===== src/hw/mips_regfile.sv =====
`timescale 1ns/1ns
`default_nettype none

module mips_regfile #(
    parameter int XLEN = 32
) (
    input  logic            clk,
    input  logic            reset,
    input  logic            clk_enable,
    input  logic [4:0]      rs,
    input  logic [4:0]      rt,
    input  logic [4:0]      wr_index,
    input  logic [XLEN-1:0] wr_data,
    input  logic            wr_en,
    output logic [XLEN-1:0] rs_data,
    output logic [XLEN-1:0] rt_data,
    output logic [XLEN-1:0] register_v0
);

    logic [XLEN-1:0] regs [32];

    always_ff @(posedge clk) begin
        if (reset) begin
            for (int i = 0; i < 32; i++) begin
                regs[i] <= '0;
            end
        end else if (clk_enable && wr_en && wr_index != 5'd0) begin
            // $zero is never written so it keeps its reset value
            regs[wr_index] <= wr_data;
        end
    end

    assign rs_data     = regs[rs];
    assign rt_data     = regs[rt];
    assign register_v0 = regs[2];

    a_v0_known: assert property (@(posedge clk) disable iff (reset)
        !$isunknown(register_v0));

endmodule

`default_nettype wire


===== config.mk =====
export PLATFORM = sky130hd
export DESIGN_NAME = mips_regfile
export DESIGN_NICKNAME = d
export VERILOG_FILES = /design/src/hw/mips_regfile.sv
export SDC_FILE = /design/constraint.sdc
export NUM_CORES = 2
export LEC_CHECK = 0
export BUFFER_PORTS_ARGS = -buffer_cell sky130_fd_sc_hd__buf_2
export CAP_MARGIN = 10
export CELL_PAD_IN_SITES_DETAIL_PLACEMENT = 1
export CELL_PAD_IN_SITES_GLOBAL_PLACEMENT = 1
export CORE_MARGIN = 3
export CORE_UTILIZATION = 41
export DETAILED_ROUTE_END_ITERATION = 6
export PLACE_DENSITY_LB_ADDON = 0.1
export SLEW_MARGIN = 5
export SYNTH_ARGS = -nofsm -noshare
export SYNTH_HDL_FRONTEND = slang
export SYNTH_SLANG_ARGS = --single-unit

===== constraint.sdc =====
create_clock -name clk -period 2.25 [get_ports clk]
set_input_delay 0.45 -clock clk [delete_from_list [all_inputs] [get_ports clk]]
set_output_delay 0.45 -clock clk [all_outputs]
set_load 0.02 [all_outputs]

Word-level counts from Yosys, hierarchy flattened
Memories as Yosys holds them, arrays and structs flattened. Index checks and enable logic that the tools add are counted.

Register bits after elaboration: 0. Bits in latches: 0. Memory bits (writable): 1024. Memory bits (read-only): 0. Input port bits: 51. Memories: 1.

Add/subtract/negate cells: 0. Multipliers: 0. Div/mod/pow operators: 0. Magnitude comparators: 0. Eq/ne operators: 0. Shifts and indexed selects: 0. Muxes and demuxes: 8. Bitwise operators: 0. Reductions and logical operators: 4.

Memories: regs (depth 32, width 32, read ports 3, clocked after Yosys merged registers in 0, write ports 32, RTL line 20) `logic [XLEN-1:0] regs [32];`.

Operator list (number): $mux W32 (1); $reduce_or A32 Y1 (1); $mux W1 (6); $mux W5 (1); $reduce_bool A5 Y1 (1); $logic_and A1 B1 Y1 (2).

Longest topological paths before layout
Word-level depth: 7. Gate-level depth with buffers: 8.

Least setup slack after synthesis
Ideal clock, no wire load.

Path kind: input to output. Start: input rt[1]. End: output rt_data[25]. Arrival time: 1.654 ns. Data required time: 1.800 ns. Slack: 0.146 ns. Stages: 8. Cell sequence: buf_4 > buf_6 > buf_6 > buf_6 > mux2i_1 > a22oi_1 > a31oi_1 > nand3_1.

Longest elaborated chain between the ends: 1.

RTL lines: start, declared (RTL line 11) `input logic [4:0] rt,`; $mem_v2 Z32 W32; end, declared (RTL line 16) `output logic [XLEN-1:0] rt_data,`.

Every way passes these cells.

==> summary.md <==
| Metric | Value |
|---|---|
| Fill cells | around 14k |
| Post-Place Worst Slack | -0.5798 ns |
| Endpoints failing setup | 64 |
| Hold Path Cell Cnt | 2 |
| Vias in the first global route | between 40k and 50k |
| Fmax | around 0.35 GHz |
| CP endpoint kind | output pin |
| Setup_tns | -22.53 ns |
| Final Instance Area | between 60000 and 70000 µm² |
| Failing checks | negative setup slack |
| Arrival time worst endpoint | around 2.4 ns |
| CTS clk-pin slew, worst paths | around 0.060 ns |
| # H-tree levels | 3 |
| Per-cell routed wire length | between 30 and 40 µm |
| Outcome | finished with violations |
| Die width | approximately 380 µm |
| Gr ovfl total | 0 |
| Vias/cell | approximately 6 |
| Total GRT Usage | 0.3105 |
| Ys async rst share | 0 |
| Commonest non-fill, non-tap cell in the layout | edfxtp_1 |
| Biggest register | regs |
| Starting Density | 0.4134 |
| Vias | 41.24k |
| CTS root buf | clkbuf_16 |
| Setup crit start kind | flip-flop |
| Worst hold path class | input pin to flip-flop |
| Distinct cells, synth | 32 |
| Yosys reg bits | around 1.0k |
| IR drop worst, VDD | between 0.6 and 0.7 mV |
| Static leakage | 27.44 nW |
| CTS tree | done |
| Cells after Synth | 4604 |
| Longest Clk Path Bufs | 3 |
| Final slew viol count | 0 |
| Antenna violations before repair | 23 |
| Port-buffer cells | between 100 and 150 |
| Routed WL | 225200 µm |
| Pre-antenna DRT Iters | 6 |
| Detailed Route Iter0 Violations | 4101 |
| CP cell instances | mux2i_1 -> a22o_1 -> nor3_1 -> a31oi_2 -> buf_4 -> nand3_4 -> buf_6 |
| Routed Antenna Nets | 0 |
| TritonCTS Sinks | roughly 1.0k |
| Worst Path Required | around 1.8 ns |
| Class of the most critical setup path | flip-flop to output pin |
| Final Cycle Share | 1.257 |
| Register area share after synthesis | 0.5484 |
| Share of the synthesized area in the top cell type | 0.5484 |
| Mapped cell area | 56070 µm² |
| Clock buffer count from CTS | ~120 |
| Worst rel slew slack | 0.5445 |
| Final setup margin | -0.5792 ns |
| Largest register FFs | around 1.0k |
| Die area | 141200 µm² |
| WHS Endpoint | regs[13][7] |
| Main flop type after synthesis | edfxtp_1 |
| Layout cells sized above 1 | 0.2107 |
| CP Max Fanout | 3 |
| Worst Tran Pin Value | approximately 0.7 ns |
| Global-route wire length before repair | 315300 µm |
| Detail Placement HPWL | ~150000 µm |
| Final core utilization | 0.5065 |
| Unrepaired setup endpoints after global routing | yes |
| Gpl congestion | 0.8853 |
| Most frequent cells in the layout | edfxtp_1, mux2i_1, and2_1 |
| Nets | 5057 |
| Syn. warnings | 0 |
| Synth area leader | edfxtp_1 |
| Tmin final | roughly 2.8 ns |
| Post-DP Area | about 63000 µm² |
| IO Count | about 150 |
| Largest net degree at the start of global routing | 38 |
| Core area | roughly 140000 µm² |
| Post-synth EDFFs | approximately 1.0k |
| DRC Markers | 0 |
| CP peak stage delay | 0.51 ns |
| Final hold slack | 0.3326 ns |
| Std cell rows | roughly 140 |
| Hold_buf cts | 0 |
| Max Cap Viol | 0 |
| Hold path start | wr_data[7] |
| Crit path max-delay cell type | edfxtp_1 |
| Height of the die | 375.8 µm |
| Area grow syn2layout | 22.52% |
| Final Hold Viols | 0 |
| Mapped Avg Cell Area | about 12 µm² |
| Pwr dens | roughly 700 nW/µm² |
| Biggest registers after layout | regs x1024 |
| Largest cells by area after synthesis | edfxtp_1, mux2i_1, and2_1, a22oi_1, a22o_1 |
==> synth_stat cells (30+ instances only) <==
cell type	n
edfxtp_1	1024
mux2i_1	1024
and2_1	994
clkbuf_1	212
nand2_1	196
nand3_1	193
a21oi_1	192
a22oi_1	192
a22o_1	128
buf_2	71
buf_4	65
a31oi_1	64
nor3_1	64
clkbuf_2	43
or2_2	33
buf_6	30
==> metrics by stage <==
step,power (W),std cells
after floorplan,0.02627,4635
after global placement,0.02941,6632
after detailed placement,0.02952,6632
after CTS,0.04857,6857
after global routing,0.04990,6885
final,0.04854,6888
==> power by group <==
group	switching (W)	total (W)	internal [W]	leakage, nW
sequential	0.000613	0.0226	0.0220	9.74
combinational	0.00429	0.00716	0.00288	15.9
clock	0.00814	0.0188	0.0106	1.79
total	0.0130	0.0485	0.0355	27.4
==> repair_timing <==
action / 4_1_cts / 5_1_grt
endpoints found under the setup margin: 64 / 64
pin swaps: 141 / 103
gates cloned: 1 / 4
hold endpoints to repair: 0 / 0
resized for setup: 248 / 50
buffers inserted: 20 / 26
==> area by class of cell <==
class	instances	area [µm²]	share of cell area
clock inverters	75	595.6	0.008669
diodes	4	10.01	0.0001457
clock buffers	141	3060	0.04455
flip-flops and latches	1024	30750	0.4476
multi-input cells	3166	24230	0.3528
repair buffers	697	7821	0.1138
well taps	1781	2228	0.03244
==> routing by layer <==
| layer | track usage | routed length [µm] | part of all wire | vias to the layer above |
|---|---|---|---|---|
| li1 | - | - | - | 17660 |
| met5 | 0 | 27 | 0.00012 | - |
| met4 | 0.1150 | 9296 | 0.041 | 4 |
| met1 | 0.4228 | 95550 | 0.42 | 21530 |
| met3 | 0.04174 | 15320 | 0.068 | 410 |
| met2 | 0.5065 | 105000 | 0.47 | 1633 |
==> how the worst max path moves through the flow <==
stage,start,slack [ns],to,cells after the start
global placement,rs[0],-0.60,rs_data[19],9
global route,regs[2][6],-0.66,rs_data[6],8
finish,regs[2][4],-0.58,rt_data[4],7
floorplan,rt[1],0.15,rt_data[25],8
CTS,regs[2][4],-0.63,rt_data[4],7
detailed placement,rt[1],-0.58,rt_data[4],9
==> cell families (layout without fill, tap and decap cells) <==
group,Yosys count,count (layout),synth area share
AND/OR/NAND/NOR,1534,1534,0.1578
multiplexers,1024,1024,0.1828
flip-flops,1024,1024,0.5484
AO/OA/AOI/OAI,576,576,0.06998
buffers and inverters,445,913,0.04090
other,1,36,0.00006688
==> worst max-delay path: cells and delay by family, from the launching register on <==
kind | cells | cell delay, ns
AND/OR/NAND/NOR | 2 | 0.14
AO/OA/AOI/OAI | 2 | 0.43
flip-flops | 1 | 0.51
multiplexers | 1 | 0.22
buffers and inverters | 2 | 0.32
No activity file was read; power rests on OpenSTA's default activity.
