File: config.mk
export PLATFORM = sky130hd
export DESIGN_NAME = mips_alu
export DESIGN_NICKNAME = d
export VERILOG_FILES = /design/src/hw/mips_pkg.sv /design/src/hw/mips_alu.sv
export SDC_FILE = /design/constraint.sdc
export NUM_CORES = 1
export LEC_CHECK = 0
export BUFFER_PORTS_ARGS = -buffer_cell sky130_fd_sc_hd__buf_2
export CELL_PAD_IN_SITES_DETAIL_PLACEMENT = 1
export CELL_PAD_IN_SITES_GLOBAL_PLACEMENT = 1
export CORE_UTILIZATION = 30
export DETAILED_ROUTE_END_ITERATION = 12
export PLACE_DENSITY_LB_ADDON = 0.1
export SYNTH_ARGS = -nofsm -noshare
export SYNTH_HDL_FRONTEND = slang
export SYNTH_SLANG_ARGS = --single-unit
export TNS_END_PERCENT = 5
File: constraint.sdc
create_clock -name vclk -period 4.14
set_input_delay 0.207 -clock vclk [all_inputs]
set_output_delay 0.207 -clock vclk [all_outputs]
set_load 0.005 [all_outputs]
File: src/hw/mips_pkg.sv
`default_nettype none

package mips_pkg;

    // primary opcodes of the supported subset
    typedef enum logic [5:0] {
        op_special = 6'd0,
        op_regimm  = 6'd1,
        op_j       = 6'd2,
        op_jal     = 6'd3,
        op_beq     = 6'd4,
        op_bne     = 6'd5,
        op_addiu   = 6'd9,
        op_slti    = 6'd10,
        op_sltiu   = 6'd11,
        op_andi    = 6'd12,
        op_ori     = 6'd13,
        op_xori    = 6'd14,
        op_lui     = 6'd15,
        op_lw      = 6'd35,
        op_sw      = 6'd43
    } opcode_t;

    // function field of special opcode
    typedef enum logic [5:0] {
        fn_sll   = 6'd0,
        fn_srl   = 6'd2,
        fn_sra   = 6'd3,
        fn_jr    = 6'd8,
        fn_jalr  = 6'd9,
        fn_mfhi  = 6'd16,
        fn_mthi  = 6'd17,
        fn_mflo  = 6'd18,
        fn_mtlo  = 6'd19,
        fn_mult  = 6'd24,
        fn_multu = 6'd25,
        fn_addu  = 6'd33,
        fn_subu  = 6'd35,
        fn_and   = 6'd36,
        fn_or    = 6'd37,
        fn_xor   = 6'd38,
        fn_nor   = 6'd39,
        fn_slt   = 6'd42,
        fn_sltu  = 6'd43
    } funct_t;

    // rt field of regimm opcode
    typedef enum logic [4:0] {
        ri_bltz   = 5'd0,
        ri_bgez   = 5'd1,
        ri_bltzal = 5'd16,
        ri_bgezal = 5'd17
    } regimm_t;

    typedef enum logic [3:0] {
        alu_add, alu_sub, alu_and, alu_or, alu_xor, alu_nor, alu_slt,
        alu_sltu, alu_sll, alu_srl, alu_sra, alu_lui, alu_pass_b
    } alu_op_t;

    typedef enum logic [2:0] {
        br_none, br_eq, br_ne, br_ltz, br_gez
    } branch_t;

    typedef enum logic {
        st_execute = 1'b0,
        st_commit  = 1'b1
    } cpu_state_t;

    // reset vector
    localparam logic [31:0] BOOT_ADDR = 32'hBFC0_0000;

endpackage

`default_nettype wire
File: src/hw/mips_alu.sv
`timescale 1ns/1ns
`default_nettype none

module mips_alu #(
    parameter int XLEN = 32
) (
    input  mips_pkg::alu_op_t alu_op,
    input  mips_pkg::branch_t branch_cond,
    input  logic [XLEN-1:0]   a,
    input  logic [XLEN-1:0]   b,
    input  logic [15:0]       imm,
    input  logic [4:0]        shamt,
    input  logic              use_imm,
    input  logic              imm_zero_ext,
    output logic [XLEN-1:0]   result,
    output logic [XLEN-1:0]   eff_addr,
    output logic              take_branch
);
    import mips_pkg::*;

    logic [XLEN-1:0] imm_sext;
    logic [XLEN-1:0] imm_ext;
    logic [XLEN-1:0] op_b;

    assign imm_sext = {{(XLEN-16){imm[15]}}, imm};
    assign imm_ext  = imm_zero_ext ? {{(XLEN-16){1'b0}}, imm} : imm_sext;
    assign op_b     = use_imm ? imm_ext : b;

    // load/store address, always signed offset
    assign eff_addr = a + imm_sext;

    always_comb begin
        case (alu_op)
            alu_add:  result = a + op_b;
            alu_sub:  result = a - op_b;
            alu_and:  result = a & op_b;
            alu_or:   result = a | op_b;
            alu_xor:  result = a ^ op_b;
            alu_nor:  result = ~(a | op_b);
            alu_slt:  result = {{(XLEN-1){1'b0}}, $signed(a) < $signed(op_b)};
            alu_sltu: result = {{(XLEN-1){1'b0}}, a < op_b};
            // shifts take rt and the shamt field
            alu_sll:  result = op_b << shamt;
            alu_srl:  result = op_b >> shamt;
            alu_sra:  result = $unsigned($signed(op_b) >>> shamt);
            alu_lui:  result = {imm, {(XLEN-16){1'b0}}};
            default:  result = op_b;
        endcase
    end

    always_comb begin
        case (branch_cond)
            br_eq:   take_branch = (a == b);
            br_ne:   take_branch = (a != b);
            br_ltz:  take_branch = a[XLEN-1];
            br_gez:  take_branch = !a[XLEN-1];
            default: take_branch = 1'b0;
        endcase
    end

endmodule

`default_nettype wire

[After elaboration in Yosys (flattened, before gate mapping)]
Index checks and enable logic that the tools add are counted.
Word-level totals
  flip-flop bits (word level): 0
  output and inout bits: 65
Cells by class
  $add $sub $neg: 3
  $lt $le $gt $ge: 2
  equal/unequal tests: 17
  shift-type cells: 3
  multiplexer cells: 4
  bitwise gates (word level): 4
  reduce and logical (&&, ||, !) cells: 2
Operators by type and width (number)
  $pmux W32 S12: 1
  $add A32 B32 Y32: 2
  $lt A32 B32 Y1: 2
  $mux W32: 2
  $and A32 B32 Y32: 1
  $eq A32 B32 Y1: 1
  $ne A32 B32 Y1: 1
  $not A32 Y32: 1
  $or A32 B32 Y32: 1
  $shl A32 B5 Y32: 1
  $shr A32 B5 Y32: 1
  $sshr A32 B5 Y32: 1
  $sub A32 B32 Y32: 1
  $xor A32 B32 Y32: 1
  $eq A4 B3 Y1 const B: 4
  $eq A4 B4 Y1 const B: 4
  $eq A4 B2 Y1 const B: 2
  $eq A3 B2 Y1 const B: 2
  $eq A4 B1 Y1 const B: 1
  $logic_not A4 Y1: 1
  $pmux W1 S4: 1
  $eq A3 B1 Y1 const B: 1
  $eq A3 B3 Y1 const B: 1
  $logic_not A1 Y1: 1

[Longest topological paths before layout]
  depth after elaboration: 5
  depth in mapped cells: 20

[Worst setup path before layout]
Ideal clock, no wire load.
  path kind: input to output
  start point: input port use_imm
  end point: output port result[30]
  arrival time: 3680 ps
  required time: 3933 ps
  setup slack: 253 ps
  stages on the path: 16
  path through: buf_2 buf_2 buf_2 buf_2 buf_1 mux2_2 inv_1 ha_1 nor2_1 nand2_1 o31ai_1 a31o_2 a21oi_1 o41a_1 or3_1 a32oi_1
On the way
  longest elaborated chain between the ends: 4
  elaborated cells on any way between the ends: 11
RTL lines
  start: declaration: line mips_alu.sv:13  | input logic use_imm,
  $mux W32 (*): line mips_alu.sv:27  | assign op_b = use_imm ? imm_ext : b;
  branches (longest 2 deep; another with $sub A32 B32 Y32)
  $pmux W32 S12 (*): line mips_alu.sv:33  | case (alu_op)
  end: declaration: line mips_alu.sv:15  | output logic [XLEN-1:0] result,
Mark *: on every way between the ends.

[Final worst setup path]
  start point: input port use_imm
  end point: output port result[29]
The elaborated chain is that of the path after synthesis.

==> run summary <==
Status - finished, violations left
Violated checks - design-rule violations
Switching power - 1.59 mW
Worst setup startpoint - use_imm
Clock network fraction of design power - 0%
Post-Synthesis Net Count - 2,098
Setup crit start kind - input port
Fin nets - 2,326
Routed len/inst - 30.1 um
Layout Area Growth over Synthesis - 20.9%
First-pass GRT wire length - 114,000 um
Vias in the first global route - 16,500
Max-slew violation count - 0
Global Route Usage Sum - 36.2%
Routed wire length - 79,100 um
Final setup fails - 0
I/O pin count - 159
Least-Margin Pin Slew - 0.922 ns
Port Buffers - 159
Initial Utilization - 30.6%
Max Fclk - 243 MHz
RSZ-0062 raised after global routing - true
Post-Syn Area - 0.0126 mm^2
Hold path start - branch_cond[2]
Yosys top cell area share - 13.0%
CP delay by family, top - compound AO/OA/AOI/OAI gates
GPL Wtd Cong - 1.05
Synth top area cells - ha_1 (13%), mux4_2 (7.7%), a21oi_1 (7.3%)
Crit-path most repeated cell - buf_4
Synth cell types - 82
Fin crit share - 99.5%
Post-route DRC - 4
Most frequent cells in the layout - buf_4 (213), nand2_1 (191), a21oi_1 (179)
Final sequential cell count - 0
Initial antenna violation count - 1
Post-Place Setup Slack - -0.100 ns
Share of cells above drive strength 1 - 22.9%
Pre-antenna DRT Iters - 10
DR vias - 16,900
Post-route minimum period - 4.12 ns
PnR worst setup slack - 0.0227 ns
Largest net degree at the start of global routing - 43
Via density - 6.42
Final core utilization - 37.0%
Initial DRC Count - 1,666
Die extent in y - 207 um
Leakage - 6.72 nW
Max VDD drop - 0.0696 mV
Ys Warns - 0
Net Sw Frac - 61.5%
Worst hold path class - input port to primary output
Die W - 207 um
Post-synthesis sequential area ratio - 0%
CP bufs+invs - 7
Final hold viol count - 0
Max FO, Critical Path - 8
Part of the power in registers - 0%
Area leader, netlist - ha_1
Die area - 0.0427 mm^2
Mapped Cells - 1,870
Cells along the critical path - buf_4 > buf_12 > mux2i_1 > buf_4 > ha_1 > or3_1 > a2111oi_4 > nor3_2 > buf_4 > buf_4 > nand4_1 > a21oi_1 > buf_4 > o2111ai_1 > nand3b_1 > o32a_1 > a22oi_1 > buf_2
Most common cell after layout, fill and taps aside - buf_4
Clock Buffer Count - 0
Slew HR - 38.5%
Gr ovfl total - 0
Combinational Power Share - 100.0%
Final antenna-violating net count - 0
Avg Inst Size Synth - 6.72 um^2
Setup TNS - 0 ns
WP data arrival - 3.91 ns
Kind of critical path - input port to primary output
Sequential cell area - 0 um^2
Hpwl dp - 65,000 um
Critical path's largest stage delay - 0.47 ns
Number of diodes - 0
Core area - 0.0411 mm^2
Worst Path Required - 3.93 ns
Pwr Total - 2.59 mW
CP endpoint kind - primary output
Pwr dens - 170 mW/mm^2
Core Rows - 74
Critical-path top delay cell - or3_1
Pint - 0.998 mW
MaxCap Viol Count - 0
==> synth_stat cells (13+ instances only) <==
| library cell | instances |
|---|---|
| nand2_1 | 191 |
| a21oi_1 | 183 |
| nor2_1 | 147 |
| o21ai_0 | 138 |
| ha_1 | 131 |
| inv_1 | 109 |
| clkbuf_1 | 105 |
| mux2i_1 | 75 |
| xnor2_1 | 62 |
| mux4_2 | 43 |
| nand3_1 | 39 |
| nor3_1 | 37 |
| a211oi_1 | 32 |
| nor2b_1 | 32 |
| a21o_1 | 31 |
| o211ai_1 | 30 |
| a22oi_1 | 27 |
| o22ai_1 | 25 |
| nand4_1 | 24 |
| a221oi_1 | 23 |
| buf_2 | 23 |
| and3_1 | 20 |
| a31oi_1 | 19 |
| o21bai_1 | 17 |
| nand2b_1 | 14 |
| or2_2 | 14 |
| mux2_2 | 13 |
| nor4_1 | 13 |
| o21a_1 | 13 |
| o32a_1 | 13 |
| or3_1 | 13 |
==> layout make-up <==
type               instances  area, um^2
fillers                 5326       25900
inverters                114         428
multi-input cells       1609       11700
repair buffers           373        2450
well taps                532         666
==> per-layer routing <==
metal  vias to the layer above  part of all wire, %  global-route usage (%)
li1                       7461                    -                       -
met1                      8477                   44                    50.1
met2                       785                   45                    57.8
met3                       150                  7.2                    4.00
met4                         0                  4.0                    12.4
met5                         -                    0                       0
==> power by group through the flow <==
stage | Combinational, mW | Clock (mW) | Sequential (mW)
final | 2.59 | 0 | 0
after CTS | 2.50 | 0 | 0
after detailed placement | 2.49 | 0 | 0
after global placement | 2.46 | 0 | 0
after global routing | 2.74 | 0 | 0
after floorplan | 1.41 | 0 | 0
==> timing repair <==
item / CTS / global route
pin swaps: 0 / 1
endpoints found under the hold margin: 0 / 0
setup endpoints to repair: 1 / 15
gates resized for setup: 2 / 24
buffers inserted: 0 / 1
hold buffers: 0 / 0
==> path summary, 6_finish.rpt <==
| kind | end | slack [ns] | depth (start not counted) |
|---|---|---|---|
| worst max-delay path | result[29] | 0.02 | 18 |
| worst min-delay path | take_branch | 0.67 | 3 |
==> through the flow <==
step	instances	area (um^2)	hold slack [ns]
floorplan	1870	12600	0.465
global placement	2627	15100	0.665
detailed placement	2627	15100	0.667
CTS	2627	15100	0.669
global route	2628	15200	0.688
finish	2628	15200	0.670
==> logic make-up after synthesis <==
kind of cell | count (synthesis) | synth area share (%)
compound gates | 697 | 36.9
mux | 131 | 14.8
fa+ha+maj | 134 | 13.5
xor+xnor | 68 | 4.74
simple gates | 579 | 21.7
buf+inv | 261 | 8.33
Power figures use the tool's default switching activity.
