--- config.mk ---
export PLATFORM = sky130hd
export DESIGN_NAME = mips_decoder
export DESIGN_NICKNAME = d
export VERILOG_FILES = /design/src/hw/mips_pkg.sv /design/src/hw/mips_decoder.sv
export SDC_FILE = /design/constraint.sdc
export NUM_CORES = 1
export LEC_CHECK = 0
export BUFFER_PORTS_ARGS = -buffer_cell sky130_fd_sc_hd__buf_2
export CORE_MARGIN = 5
export CORE_UTILIZATION = 40
export DETAILED_ROUTE_END_ITERATION = 7
export PLACE_DENSITY = 0.9
export SLEW_MARGIN = 0
export SYNTH_ARGS = -nofsm -noshare
export SYNTH_HDL_FRONTEND = slang
export SYNTH_SLANG_ARGS = --single-unit
--- constraint.sdc ---
create_clock -name vclk -period 3.6
set_input_delay 0.18 -clock vclk [all_inputs]
set_output_delay 0.18 -clock vclk [all_outputs]
set_load 0.02 [all_outputs]
--- src/hw/mips_pkg.sv ---
`default_nettype none

package mips_pkg;

    // primary opcodes of the supported subset
    typedef enum logic [5:0] {
        op_special = 6'd0,
        op_regimm  = 6'd1,
        op_j       = 6'd2,
        op_jal     = 6'd3,
        op_beq     = 6'd4,
        op_bne     = 6'd5,
        op_addiu   = 6'd9,
        op_slti    = 6'd10,
        op_sltiu   = 6'd11,
        op_andi    = 6'd12,
        op_ori     = 6'd13,
        op_xori    = 6'd14,
        op_lui     = 6'd15,
        op_lw      = 6'd35,
        op_sw      = 6'd43
    } opcode_t;

    // function field of special opcode
    typedef enum logic [5:0] {
        fn_sll   = 6'd0,
        fn_srl   = 6'd2,
        fn_sra   = 6'd3,
        fn_jr    = 6'd8,
        fn_jalr  = 6'd9,
        fn_mfhi  = 6'd16,
        fn_mthi  = 6'd17,
        fn_mflo  = 6'd18,
        fn_mtlo  = 6'd19,
        fn_mult  = 6'd24,
        fn_multu = 6'd25,
        fn_addu  = 6'd33,
        fn_subu  = 6'd35,
        fn_and   = 6'd36,
        fn_or    = 6'd37,
        fn_xor   = 6'd38,
        fn_nor   = 6'd39,
        fn_slt   = 6'd42,
        fn_sltu  = 6'd43
    } funct_t;

    // rt field of regimm opcode
    typedef enum logic [4:0] {
        ri_bltz   = 5'd0,
        ri_bgez   = 5'd1,
        ri_bltzal = 5'd16,
        ri_bgezal = 5'd17
    } regimm_t;

    typedef enum logic [3:0] {
        alu_add, alu_sub, alu_and, alu_or, alu_xor, alu_nor, alu_slt,
        alu_sltu, alu_sll, alu_srl, alu_sra, alu_lui, alu_pass_b
    } alu_op_t;

    typedef enum logic [2:0] {
        br_none, br_eq, br_ne, br_ltz, br_gez
    } branch_t;

    typedef enum logic {
        st_execute = 1'b0,
        st_commit  = 1'b1
    } cpu_state_t;

    // reset vector
    localparam logic [31:0] BOOT_ADDR = 32'hBFC0_0000;

endpackage

`default_nettype wire
--- src/hw/mips_decoder.sv ---
`timescale 1ns/1ns
`default_nettype none

module mips_decoder (
    input  logic [31:0]        instr,
    output logic [4:0]         rs,
    output logic [4:0]         rt,
    output logic [4:0]         rd_index,
    output mips_pkg::alu_op_t  alu_op,
    output logic               use_imm,
    output logic               imm_zero_ext,
    output mips_pkg::branch_t  branch_cond,
    output logic               reg_write,
    output logic               mem_to_reg,
    output logic               link,
    output logic               j_imm,
    output logic               j_reg,
    output logic               mul_start,
    output logic               mul_signed,
    output logic               hi_write,
    output logic               lo_write,
    output logic               sel_hi,
    output logic               sel_lo,
    output logic               is_load,
    output logic               is_store
);
    import mips_pkg::*;

    opcode_t opcode;
    funct_t  funct;
    regimm_t regimm;

    assign opcode = opcode_t'(instr[31:26]);
    assign funct  = funct_t'(instr[5:0]);
    assign regimm = regimm_t'(instr[20:16]);
    assign rs     = instr[25:21];
    assign rt     = instr[20:16];

    always_comb begin
        alu_op       = alu_pass_b;
        branch_cond  = br_none;
        use_imm      = 1'b0;
        imm_zero_ext = 1'b0;
        reg_write    = 1'b0;
        mem_to_reg   = 1'b0;
        link         = 1'b0;
        j_imm        = 1'b0;
        j_reg        = 1'b0;
        mul_start    = 1'b0;
        mul_signed   = 1'b0;
        hi_write     = 1'b0;
        lo_write     = 1'b0;
        sel_hi       = 1'b0;
        sel_lo       = 1'b0;
        is_load      = 1'b0;
        is_store     = 1'b0;

        case (opcode)
            op_special: begin
                // most R-type ops write rd, the rest clear it below
                reg_write = 1'b1;
                case (funct)
                    fn_addu:  alu_op = alu_add;
                    fn_subu:  alu_op = alu_sub;
                    fn_and:   alu_op = alu_and;
                    fn_or:    alu_op = alu_or;
                    fn_xor:   alu_op = alu_xor;
                    fn_nor:   alu_op = alu_nor;
                    fn_slt:   alu_op = alu_slt;
                    fn_sltu:  alu_op = alu_sltu;
                    fn_sll:   alu_op = alu_sll;
                    fn_srl:   alu_op = alu_srl;
                    fn_sra:   alu_op = alu_sra;
                    fn_mfhi:  sel_hi = 1'b1;
                    fn_mflo:  sel_lo = 1'b1;
                    fn_jalr: begin
                        j_reg = 1'b1;
                        link  = 1'b1;
                    end
                    fn_jr: begin
                        j_reg     = 1'b1;
                        reg_write = 1'b0;
                    end
                    fn_mult: begin
                        mul_start  = 1'b1;
                        mul_signed = 1'b1;
                        reg_write  = 1'b0;
                    end
                    fn_multu: begin
                        mul_start = 1'b1;
                        reg_write = 1'b0;
                    end
                    fn_mthi: begin
                        hi_write  = 1'b1;
                        reg_write = 1'b0;
                    end
                    fn_mtlo: begin
                        lo_write  = 1'b1;
                        reg_write = 1'b0;
                    end
                    default: reg_write = 1'b0;
                endcase
            end
            op_regimm: begin
                case (regimm)
                    ri_bltz: branch_cond = br_ltz;
                    ri_bgez: branch_cond = br_gez;
                    ri_bltzal: begin
                        branch_cond = br_ltz;
                        link        = 1'b1;
                        reg_write   = 1'b1;
                    end
                    ri_bgezal: begin
                        branch_cond = br_gez;
                        link        = 1'b1;
                        reg_write   = 1'b1;
                    end
                    default: branch_cond = br_none;
                endcase
            end
            op_j:   j_imm = 1'b1;
            op_jal: begin
                j_imm     = 1'b1;
                link      = 1'b1;
                reg_write = 1'b1;
            end
            op_beq: branch_cond = br_eq;
            op_bne: branch_cond = br_ne;
            op_addiu, op_slti, op_sltiu, op_andi, op_ori, op_xori, op_lui: begin
                use_imm      = 1'b1;
                reg_write    = 1'b1;
                imm_zero_ext = (opcode == op_andi) || (opcode == op_ori) ||
                               (opcode == op_xori);
                case (opcode)
                    op_addiu: alu_op = alu_add;
                    op_slti:  alu_op = alu_slt;
                    op_sltiu: alu_op = alu_sltu;
                    op_andi:  alu_op = alu_and;
                    op_ori:   alu_op = alu_or;
                    op_xori:  alu_op = alu_xor;
                    default:  alu_op = alu_lui;
                endcase
            end
            op_lw: begin
                reg_write  = 1'b1;
                mem_to_reg = 1'b1;
                is_load    = 1'b1;
            end
            op_sw:   is_store = 1'b1;
            default: reg_write = 1'b0;
        endcase
    end

    // jal and the linking branches always target $ra
    always_comb begin
        if (opcode == op_jal || (opcode == op_regimm && link)) begin
            rd_index = 5'd31;
        end else if (opcode == op_special) begin
            rd_index = instr[15:11];
        end else begin
            rd_index = instr[20:16];
        end
    end

endmodule

`default_nettype wire

Word-level counts from Yosys, hierarchy flattened
Cells that the tools add are included.

Output and inout port bits: 37. Bits in registers: 0. Word-level logic and storage cells: 82.

Reductions and logical operators: 16. Multiplexer cells: 31. Equality and inequality tests: 35.

Operators with widths (count): $eq A6 B6 Y1 const B (10); $eq A6 B4 Y1 const B (9); $pmux W4 S11 (1); $eq A6 B5 Y1 const B (6); $eq A6 B2 Y1 const B (4); $pmux W4 S6 (1); $mux W1 (22); $reduce_or A14 Y1 (1); $eq A6 B3 Y1 const B (2); $logic_not A6 Y1 (2); $reduce_or A2 Y1 (6); $eq A5 B5 Y1 const B (2); $mux W5 (2); $pmux W3 S3 (1); $reduce_or A9 Y1 (1); $pmux W4 S2 (1); $reduce_or A7 Y1 (1); $eq A6 B1 Y1 const B (1); $pmux W1 S3 (2); $pmux W3 S2 (1); $eq A5 B1 Y1 const B (1); $logic_not A5 Y1 (1); $logic_or A1 B1 Y1 (3); $logic_and A1 B1 Y1 (1).

Depth between registers and ports, before layout
Depth in word-level cells: 7. Depth in mapped cells: 5.

Least setup slack after synthesis
No wires, ideal clock.

Path type: in2out. From: input instr[27]. To: output mem_to_reg. Path buffers: 2. Stages on the path: 4. Data arrival time: 1.583 ns. Path slack: 1.837 ns. Cells stage by stage: clkbuf_1 nand2_1 nor4_1 buf_4.

Longest elaborated chain between the ends: 2.

RTL lines: from (decl) (line mips_decoder.sv:5) `input logic [31:0] instr,`; $eq A6 B6 Y1; $mux W1; to (decl) (line mips_decoder.sv:14) `output logic mem_to_reg,`.

Every way passes these cells.

Final worst setup path
From: input instr[30]. To: output alu_op[2].

Longest elaborated chain between the ends: 3.

RTL lines: $eq A6 B4 Y1, on equally long branches (line mips_decoder.sv:58, mips_decoder.sv:134); $pmux W4 S6 / $reduce_or A7 Y1 (equally long branches) (line mips_decoder.sv:134, mips_decoder.sv:58); $pmux W4 S2 (*) (line mips_decoder.sv:58) `case (opcode)`; to (decl) (line mips_decoder.sv:9) `output mips_pkg::alu_op_t alu_op,`.

Mark *: on every way between the ends. The rest lies on a longest branch, timed or not.

==> results.py <==
metrics = {
    "outcome": {
        "status": "complete, no violations",
    },
    "routing": {
        "drc": 0,
        "dr_total_vias": 913,
        "final_antenna_net_count": 0,
        "wire_per_inst_um": 13.44,
        "via_per_inst": 5.778,
        "firstDrtPassIters": 4,
        "drt-initial-drc-count": 25,
        "routed_wl_um": 2123,
    },
    "cells_and_area": {
        "clock_buffers": 0,
        "n_antenna_cell": 0,
        "layout_common_cells": "54 x buf_2, 10 x nand2_1, 9 x a21oi_1",
        "register_area_um2": 0,
        "fillers": 158,
        "seq_cell_count": 0,
        "fin_nets": 176,
        "final_common_cell": "buf_2",
        "areaGrowthSynthToFinish_pct": 24.57,
        "drive_above_1_share": 0.4014,
    },
    "worst_hold_path": {
        "hp-class": "primary input to output pin",
        "min_to": "rs[4]",
        "hold_path_depth": 0,
        "holdCritStartpoint": "instr[25]",
    },
    "power": {
        "seqPwrFrac": 0,
        "power_switching_w": 0.00005072,
        "comb_power_share": 1.000,
        "switching_share": 0.6350,
        "intPower_w": 0.00002915,
        "cellLeakagePower_nw": 0.4348,
        "clkPwrFrac": 0,
        "power-per-cell-area_nw_per_um2": 96.87,
        "ir_drop_mv": 0.03661,
    },
    "synthesis": {
        "ys_warn_count": 0,
        "ys_types": 32,
        "synthCells": 107,
        "synthesis.area_um2": 661.9,
        "syn_nets": 139,
        "ys_seq_area_frac": 0,
        "synth_area_per_cell_um2": 6.186,
    },
    "timing": {
        "rsz0062_at_grt": "no",
        "hold_ws_ns": 0.3600,
        "fin_setup_tns_ns": 0,
        "maxSlewViolCount": 0,
        "slew_headroom": 0.6741,
        "fmax_mhz": 523.8,
        "hold_viol_final": 0,
        "worst-slew-pin-transition_ns": 0.4878,
        "min_period_ns": 1.909,
        "period_share": 0.5303,
        "finalSetupViolCount": 0,
    },
    "critical_path": {
        "critPathBufInv": 2,
        "critPathSlowestCell": "or3_1",
        "critPathArrivalTime_ns": 1.73,
        "critical_path_class": "primary input to output pin",
        "endpoint_kind": "output pin",
        "cp-start-kind": "primary input",
        "cp_max_fo": 7,
        "cp_top_family": "simple AND/OR/NAND/NOR gates",
        "critPathRequiredTime_ns": 3.42,
        "critPathMaxStageDelay_ns": 0.51,
        "crit_top_cell": "buf_2",
        "critical_path.cell_chain": "buf_2, or3_1, nor3_2, nand3_1, a32o_1, buf_2",
    },
    "cts": {
        "hold_buffers": 0,
        "cts_resized": 0,
        "cts_setup_buffers": 0,
    },
    "floorplan": {
        "rows": 14,
        "dieHeight_um": 50.68,
        "core-area_um2": 1541,
        "start_util": 0.4294,
        "io-pin-count": 69,
        "die_area_um2": 2568,
        "die_x_um": 50.68,
    },
    "global_routing": {
        "grt_pass1_wl_um": 3270,
        "antenna_found_initial": 0,
        "grt_pass1_vias": 757,
        "grt_max_degree": 15,
        "track_usage": 0.1469,
        "grt_overflow_total": 0,
    },
    "place": {
        "hpwl_um": 1758,
        "port_buffers": 54,
        "gp_congestion": 0.7962,
    },
    "run": {
        "cap_violations": 0,
    },
}
stage by stage:
stage	setup slack (ns)	util	power, W	cell area, µm²	cells
global route	1.592	0.5349	0.00008731	824.5	158
global placement	1.709	0.5349	0.00007662	824.5	158
CTS	1.677	0.5349	0.00007970	824.5	158
finish	1.691	0.5349	0.00007987	824.5	158
detailed placement	1.686	0.5349	0.00007942	824.5	158
floorplan	1.837	-	0.00006044	661.9	107
power groups by stage:
stage	sequential, W	combinational, W	clock (W)
3_3_place_gp	0	0.0000766	0
3_5_place_dp	0	0.0000794	0
2_1_floorplan	0	0.0000604	0
4_1_cts	0	0.0000797	0
6_report	0	0.0000799	0
5_1_grt	0	0.0000873	0
cells in the mapped netlist (2+ instances only):
cell,instances,share of area
nor3_1,8,0.060
and3_1,2,0.019
nand2b_1,3,0.028
nand3_1,5,0.038
nand2_1,10,0.057
buf_4,11,0.12
inv_1,5,0.028
nor4_1,5,0.047
mux2i_1,6,0.091
o21ai_0,2,0.015
nor2_1,6,0.034
and2_1,3,0.028
nor3b_1,5,0.057
a21oi_1,9,0.068
clkbuf_1,6,0.034
o22ai_1,3,0.028
or3_1,2,0.019
buf_6,2,0.034
cell families after synthesis:
| kind of cell | Yosys count | share of synthesized area |
|---|---|---|
| AOI/OAI and AO/OA | 21 | 0.2042 |
| buffers and inverters | 24 | 0.2212 |
| muxes | 6 | 0.09074 |
| and+or+nand+nor | 56 | 0.4840 |
per-layer routing:
metal / vias to the layer above / GRT usage / part of all wire
met5: - / 0 / 0
met4: 0 / 0.01702 / 0.0066
met3: 2 / 0.03846 / 0.12
met2: 49 / 0.2521 / 0.48
met1: 405 / 0.1875 / 0.39
li1: 457 / - / -
worst max path at each step:
| stage | startpoint | endpoint | slack [ns] | depth (start not counted) |
|---|---|---|---|---|
| after floorplan | instr[27] | mem_to_reg | 1.84 | 4 |
| after global placement | instr[30] | alu_op[2] | 1.71 | 6 |
| after detailed placement | instr[30] | alu_op[2] | 1.69 | 6 |
| after CTS | instr[30] | alu_op[2] | 1.68 | 6 |
| after global routing | instr[30] | alu_op[2] | 1.59 | 6 |
| final | instr[30] | alu_op[2] | 1.69 | 6 |
cell type report:
cell class         count  area [µm²]  share of cell area
inverters              5       18.77             0.02276
multi-input cells     83       515.5              0.6252
well taps             16       20.02             0.02428
repair buffers        54       270.3              0.3278
Power figures use the tool's default switching activity.
