==> config.mk <==
export PLATFORM = sky130hd
export DESIGN_NAME = mips_pc_control
export DESIGN_NICKNAME = d
export VERILOG_FILES = /design/src/hw/mips_pkg.sv /design/src/hw/mips_pc_control.sv
export SDC_FILE = /design/constraint.sdc
export NUM_CORES = 1
export LEC_CHECK = 0
export BUFFER_PORTS_ARGS = -buffer_cell sky130_fd_sc_hd__buf_4
export CORE_ASPECT_RATIO = 1.2
export CORE_MARGIN = 2
export CORE_UTILIZATION = 45
export CTS_CLUSTER_DIAMETER = 80
export DETAILED_ROUTE_END_ITERATION = 8
export PLACE_DENSITY = 0.83
export SLEW_MARGIN = 5
export SYNTH_ARGS = -nofsm -noshare
export SYNTH_HDL_FRONTEND = slang
export SYNTH_SLANG_ARGS = --single-unit
export TNS_END_PERCENT = 100
==> constraint.sdc <==
create_clock -name clk -period 2.7 [get_ports clk]
set_input_delay 0.405 -clock clk [delete_from_list [all_inputs] [get_ports clk]]
set_output_delay 0.405 -clock clk [all_outputs]
set_load 0.01 [all_outputs]
==> src/hw/mips_pkg.sv <==
`default_nettype none

package mips_pkg;

    // primary opcodes of the supported subset
    typedef enum logic [5:0] {
        op_special = 6'd0,
        op_regimm  = 6'd1,
        op_j       = 6'd2,
        op_jal     = 6'd3,
        op_beq     = 6'd4,
        op_bne     = 6'd5,
        op_addiu   = 6'd9,
        op_slti    = 6'd10,
        op_sltiu   = 6'd11,
        op_andi    = 6'd12,
        op_ori     = 6'd13,
        op_xori    = 6'd14,
        op_lui     = 6'd15,
        op_lw      = 6'd35,
        op_sw      = 6'd43
    } opcode_t;

    // function field of special opcode
    typedef enum logic [5:0] {
        fn_sll   = 6'd0,
        fn_srl   = 6'd2,
        fn_sra   = 6'd3,
        fn_jr    = 6'd8,
        fn_jalr  = 6'd9,
        fn_mfhi  = 6'd16,
        fn_mthi  = 6'd17,
        fn_mflo  = 6'd18,
        fn_mtlo  = 6'd19,
        fn_mult  = 6'd24,
        fn_multu = 6'd25,
        fn_addu  = 6'd33,
        fn_subu  = 6'd35,
        fn_and   = 6'd36,
        fn_or    = 6'd37,
        fn_xor   = 6'd38,
        fn_nor   = 6'd39,
        fn_slt   = 6'd42,
        fn_sltu  = 6'd43
    } funct_t;

    // rt field of regimm opcode
    typedef enum logic [4:0] {
        ri_bltz   = 5'd0,
        ri_bgez   = 5'd1,
        ri_bltzal = 5'd16,
        ri_bgezal = 5'd17
    } regimm_t;

    typedef enum logic [3:0] {
        alu_add, alu_sub, alu_and, alu_or, alu_xor, alu_nor, alu_slt,
        alu_sltu, alu_sll, alu_srl, alu_sra, alu_lui, alu_pass_b
    } alu_op_t;

    typedef enum logic [2:0] {
        br_none, br_eq, br_ne, br_ltz, br_gez
    } branch_t;

    typedef enum logic {
        st_execute = 1'b0,
        st_commit  = 1'b1
    } cpu_state_t;

    // reset vector
    localparam logic [31:0] BOOT_ADDR = 32'hBFC0_0000;

endpackage

`default_nettype wire
==> src/hw/mips_pc_control.sv <==
`timescale 1ns/1ns
`default_nettype none

module mips_pc_control (
    input  logic                 clk,
    input  logic                 reset,
    input  logic                 clk_enable,
    input  logic                 take_branch,
    input  logic                 j_imm,
    input  logic                 j_reg,
    input  logic [25:0]          jump_field,
    input  logic [15:0]          branch_offset,
    input  logic [31:0]          rs_data,
    output logic [31:0]          pc,
    output logic [31:0]          delay_slot,
    output mips_pkg::cpu_state_t state,
    output logic                 commit,
    output logic                 active
);
    import mips_pkg::*;

    logic [31:0] next_addr;

    // target of the instruction after the delay slot
    always_comb begin
        if (take_branch) begin
            next_addr = delay_slot + {{14{branch_offset[15]}}, branch_offset, 2'b00};
        end else if (j_imm) begin
            next_addr = {delay_slot[31:28], jump_field, 2'b00};
        end else if (j_reg) begin
            next_addr = rs_data;
        end else begin
            next_addr = delay_slot + 32'd4;
        end
    end

    assign commit = active && (state == st_commit);

    always_ff @(posedge clk) begin
        if (reset) begin
            state      <= st_execute;
            pc         <= BOOT_ADDR;
            delay_slot <= BOOT_ADDR + 32'd4;
            active     <= 1'b1;
        end else if (clk_enable && active) begin
            if (state == st_execute) begin
                state <= st_commit;
            end else begin
                state      <= st_execute;
                pc         <= delay_slot;
                delay_slot <= next_addr;
                // halt once the fetch would go to address zero
                if (delay_slot == 32'd0) begin
                    active <= 1'b0;
                end
            end
        end
    end

    a_pc_aligned: assert property (@(posedge clk) disable iff (reset)
        active |-> (pc[1:0] == 2'b00));

endmodule

`default_nettype wire

* Word-level counts from Yosys, hierarchy flattened
Cells that the tools add are included.
Word-level totals: bits of input ports 80, output and inout bits 67, word-level logic and storage cells 18, memories kept 0, latch bits 0, RAM bits 0, ROM bits 0, register bits after elaboration 66
Operators by class: shifts and indexed selects 0, add/subtract/negate cells 2, bitwise logic cells 0, reduce and logical (&&, ||, !) cells 6, eq/ne operators 1, $mul 0, mux-type cells 4, $lt $le $gt $ge 0, divide/modulo/power cells 0
Operators with widths (number):
- 32-bit 2-to-1 mux | 3
- 32-bit by 3-bit adder with 32-bit output (second input constant) | 1
- 32-bit adder | 1
- 32-bit zero test | 1
- 3-bit AND reduction | 2
- 1-bit logical AND | 2
- 2-bit != test (second input constant) | 1
- 2-bit AND reduction | 1
- 1-bit 2-to-1 mux | 1

* Logic depth before layout (Yosys ltp)
depth after elaboration 4, mapped depth 10

* Worst setup path before layout
OpenSTA, ideal clock, no wires.
path type register -> register, from register delay_slot[2], to register delay_slot[28], data required time 2.578 ns, data arrival time 2.623 ns, clock period less this slack 2.744 ns, cell stages (with the launch flop) 11, setup slack -0.044 ns, path buffers 0, setup time 0.122 ns, path through dfxtp_1 > ha_1 > fa_1 > a211oi_1 > o211ai_1 > nand3_1 > a41oi_2 > o41ai_2 > o21ai_1 > xor2_1 > a221o_1
On the way: word-level cells in the longest chain between the ends 4, elaborated cells between the ends (all ways) 5, classes of those cells add/sub: 2; mux: 3
Ends and longest elaborated chain:
- start: declaration | RTL line mips_pc_control.sv:15 | output logic [31:0] delay_slot,
- start signal: assignment | RTL line mips_pc_control.sv:43 | delay_slot <= BOOT_ADDR + 32'd4;
- start signal: assignment | RTL line mips_pc_control.sv:51 | delay_slot <= next_addr;
- 32-bit by 3-bit adder with 32-bit output | RTL line mips_pc_control.sv:33 | next_addr = delay_slot + 32'd4;
- 32-bit 2-to-1 mux | RTL line mips_pc_control.sv:30 | end else if (j_reg) begin
- 32-bit 2-to-1 mux | RTL line mips_pc_control.sv:28 | end else if (j_imm) begin
- 32-bit 2-to-1 mux * | RTL line mips_pc_control.sv:26 | if (take_branch) begin
Every way passes the cells marked *; elsewhere a longest branch is shown, timed or not. The select of a mux whose other input is x is not followed. A chain may end at the register's enable or synchronous reset.

* Worst setup path after layout
from register delay_slot[2], to register delay_slot[20]
The elaborated chain is that of the path after synthesis.

==> flow_metrics.py <==
metrics = {
    "status": {
        "outcome": "completed",
    },
    "clocking": {
        "tritoncts.num_buffers": 9,
        "clk_latency_ps": 340,
        "cts.sink_count": 66,
        "clock_edge_transition_at_the_registers_on_the_reported_setup_and_hold_paths_ps": 60,
        "hold_buffers": 0,
        "worst_case_clock_buffer_depth": 2,
        "cts_htree_levels": 3,
        "tritoncts_clock_tree": "yes",
        "buffer_type_at_the_clock_tree_root": "sky130_fd_sc_hd__clkbuf_16",
    },
    "floorplanning": {
        "die_width_um": 103.0,
        "std_cell_rows": 43,
        "die_h_um": 122.8,
        "floorplan.initialDensity_pct": 45.94,
        "dieArea_mm2": 0.01264,
        "core_area_mm2": 0.01151,
        "io_pins": 147,
    },
    "grt": {
        "first_global_vias": 5933,
        "antenna_violations_before_repair": 0,
        "grt_util_all_layers_pct": 31.27,
        "grt_first_pass_wirelength_um": 30390,
        "pin_count_of_the_biggest_net_entering_global_routing": 41,
        "gr-total-overflow": 0,
    },
    "finish": {
        "final_nets": 1002,
        "areaGrowthSynthToFinish_pct": 38.51,
        "most-common-layout-cells": "212 x sky130_fd_sc_hd__buf_4, 113 x sky130_fd_sc_hd__nand2_1, 73 x sky130_fd_sc_hd__a21oi_1",
        "layout_commonest_cell": "sky130_fd_sc_hd__buf_4",
        "fill_cells": 1060,
        "finalInstanceArea_mm2": 0.007326,
        "multiInputGateArea_mm2": 0.003831,
        "diodes": 0,
        "flip_flop_and_latch_area_mm2": 0.001324,
        "post_route_cells_drive_above_1_share_pct": 29.05,
    },
    "placement": {
        "detailed_place_hpwl_um": 14860,
        "io_buffers": 146,
        "routabilityCongestion": 1.009,
        "post-place-ws_ps": -271.4,
        "placed_area_mm2": 0.006868,
    },
    "synthesis": {
        "synth_ff_type": "sky130_fd_sc_hd__dfxtp_1",
        "top_area_cell_type_share_of_the_netlist_area_pct": 24.98,
        "post_synth_num_cell_types": 67,
        "ys_async_sr_fraction_pct": 0,
        "yosys_warnings": 0,
        "synth-edff-count": 0,
        "number_of_cells_produced_by_synthesis": 712,
        "synth_sequential_area_ratio_pct": 24.98,
        "synth_top_cells_by_area": "sky130_fd_sc_hd__dfxtp_1 25%, sky130_fd_sc_hd__nand2_1 8.0%, sky130_fd_sc_hd__ha_1 7.3%, sky130_fd_sc_hd__a21oi_1 6.9%, sky130_fd_sc_hd__xor2_1 4.3%",
        "syn-cell-area_mm2": 0.005289,
        "ys_ff_latch": 66,
        "post-synth-top-area-cell": "sky130_fd_sc_hd__dfxtp_1",
        "synth.avg_cell_area_um2": 7.428,
        "mappedNetlistNets": 824,
    },
    "sta": {
        "worstMarginPinSlew_ps": 808.7,
        "final.period_utilization_pct": 99.11,
        "timing.setup.tns_ps": 0,
        "layout_setup_ws_ps": 23.94,
        "fin_hold_ws_ps": 334.0,
        "final-hold-violation-count": 0,
        "rsz0062_at_grt": "yes",
        "report.final.slew_viol_count": 0,
        "relSlewSlack_pct": 45.89,
        "setup-violations-final": 0,
        "timing.final.crit_period_ps": 2676,
        "finClkSkew_ps": 4.613,
        "achievable-frequency_mhz": 373.7,
    },
    "setup_path": {
        "worstPathMaxFanout": 3,
        "endpoint_kind": "flip-flop",
        "crit_path_start_kind": "flip-flop",
        "crit_slowest_cell": "sky130_fd_sc_hd__o41ai_4",
        "max_stage_delay_ps": 380,
        "crit_chain": "ha_4 > fa_2 > a211oi_4 > o211ai_1 > nand3_1 > a41oi_2 > o41ai_4 > buf_4 > xnor2_1 > a221oi_1 > nor2_1",
        "crit_type": "reg -> reg",
        "critical_path_buffer_and_inverter_count": 1,
        "critical_path_required_ps": 2920,
        "cp_data_arrival_time_ps": 2890,
        "cp_top_family": "compound AO/OA/AOI/OAI gates",
    },
    "power_and_ir_drop": {
        "switching_share_pct": 32.40,
        "cell_internal_pwr_w": 0.002311,
        "power.switching_w": 0.001108,
        "seq_power_share_pct": 31.3,
        "clock_power_share_pct": 37.6,
        "p_comb_share_pct": 31.2,
        "power.leakage_nw": 3.141,
        "powerDensity_mw_per_mm2": 466.7,
        "worst_ir_drop_vdd_uv": 362.5,
    },
    "route": {
        "detail_route.iter0.violations": 450,
        "vias": 6352,
        "drc": 0,
        "avgViaCountPerCell": 6.038,
        "wl_um": 20230,
        "drt.antenna.violating_nets": 0,
        "routed_wire_per_std_cell_um": 19.23,
        "drt_pass1_iterations": 5,
    },
    "job": {
        "maxCapViolations": 0,
    },
    "worst_hold_path": {
        "hold_path.class": "in -> reg",
    },
}
==> synth_stat cells (all sizes together) (3+ instances only) <==
library cell  count
a211oi           19
buf              15
nor3             15
a222oi            3
a41oi             3
dfxtp            66
a21o             13
o21a              4
nor2             53
a22oi             4
ha               31
and3             12
inv              17
nor2b             3
o31ai             3
a2111oi           3
o21ai            51
a21oi            74
nand4            10
nand2           113
o21bai            5
o22ai             4
a221oi            8
nand3b           10
xnor2            21
and4              4
and2              9
clkbuf           30
nor4              8
nand3            20
xor2             26
or3               5
mux2i            12
o211ai           12
a221o             3
==> through the flow <==
step           cells  utilization [%]  power [W]
2_1_floorplan    712                -   0.001670
3_3_place_gp    1028            59.65   0.002084
6_report        1052            63.63   0.003419
3_5_place_dp    1028            59.65   0.002092
5_1_grt         1052            63.63   0.003559
4_1_cts         1050            62.83   0.003376
==> power by group through the flow <==
stage	clock (W)	sequential [W]	combinational [W]
floorplan	0	0.00111	0.000557
global placement	0	0.00109	0.000999
detailed placement	0	0.00109	0.00101
CTS	0.00129	0.00107	0.00102
global route	0.00134	0.00107	0.00115
finish	0.00128	0.00107	0.00107
==> cell families (layout without fill, tap and decap cells) <==
| kind of cell | after synthesis | after routing | synth area share, % |
|---|---|---|---|
| flops | 66 | 66 | 24.98 |
| fa+ha+maj | 32 | 32 | 7.712 |
| xor+xnor | 47 | 47 | 7.783 |
| buf+inv | 62 | 245 | 4.518 |
| simple gates | 270 | 270 | 24.56 |
| mux | 12 | 12 | 2.271 |
| compound gates | 223 | 223 | 28.18 |
==> final timing paths <==
kind / slack, ps / cells after the start / startpoint / endpoint
worst max-delay path: 20 / 11 / delay_slot[2]$_SDFFE_PP1P_ / delay_slot[20]$_SDFFE_PP0P_
worst min register to register: 450 / 2 / pc[2]$_SDFFE_PP0P_ / pc[2]$_SDFFE_PP0P_
worst min-delay path: 330 / 3 / rs_data[1] / delay_slot[1]$_SDFFE_PP0P_
worst max register to register: 20 / 11 / delay_slot[2]$_SDFFE_PP1P_ / delay_slot[20]$_SDFFE_PP0P_
==> state kept, by name (all words and copies together) (netlist names) <==
register / cells
pc: 32
state: 1
delay_slot: 32
active: 1
==> metal layers <==
layer | part of all wire [%] | vias to the layer above | wire length [µm] | GRT usage (%)
met5 | 0 | - | 0 | 0
met4 | 6.6 | 0 | 1330 | 18.75
met3 | 8.0 | 102 | 1611 | 6.378
met2 | 47 | 362 | 9554 | 52.27
met1 | 38 | 2944 | 7735 | 36.33
li1 | - | 2944 | - | -
==> worst reg2reg max path, cell delays in order, from the launching register on <==
cell and delay [ps]:
sky130_fd_sc_hd__dfxtp_2 330, sky130_fd_sc_hd__ha_4 160, sky130_fd_sc_hd__fa_2 360, sky130_fd_sc_hd__a211oi_4 260, sky130_fd_sc_hd__o211ai_1 170, sky130_fd_sc_hd__nand3_1 170
sky130_fd_sc_hd__a41oi_2 150, sky130_fd_sc_hd__o41ai_4 380, sky130_fd_sc_hd__buf_4 190, sky130_fd_sc_hd__xnor2_1 60, sky130_fd_sc_hd__a221oi_1 260, sky130_fd_sc_hd__nor2_1 80
==> final cells by class <==
| class | count | share of cell area [%] |
|---|---|---|
| tap | 157 | 2.681 |
| multi-input combinational | 584 | 52.30 |
| inverter | 17 | 0.8710 |
| sequential | 66 | 18.07 |
| timing repair buffer | 212 | 21.73 |
| clock buffer | 10 | 3.126 |
| clock inverter | 6 | 1.230 |
==> repair_timing <==
item | in CTS | in global routing
pin swaps | 6 | 6
cloned | 0 | 0
gates resized for setup | 1 | 12
setup buffers | 6 | 2
endpoints found under the setup margin | 3 | 13
Power figures use the tool's default switching activity.
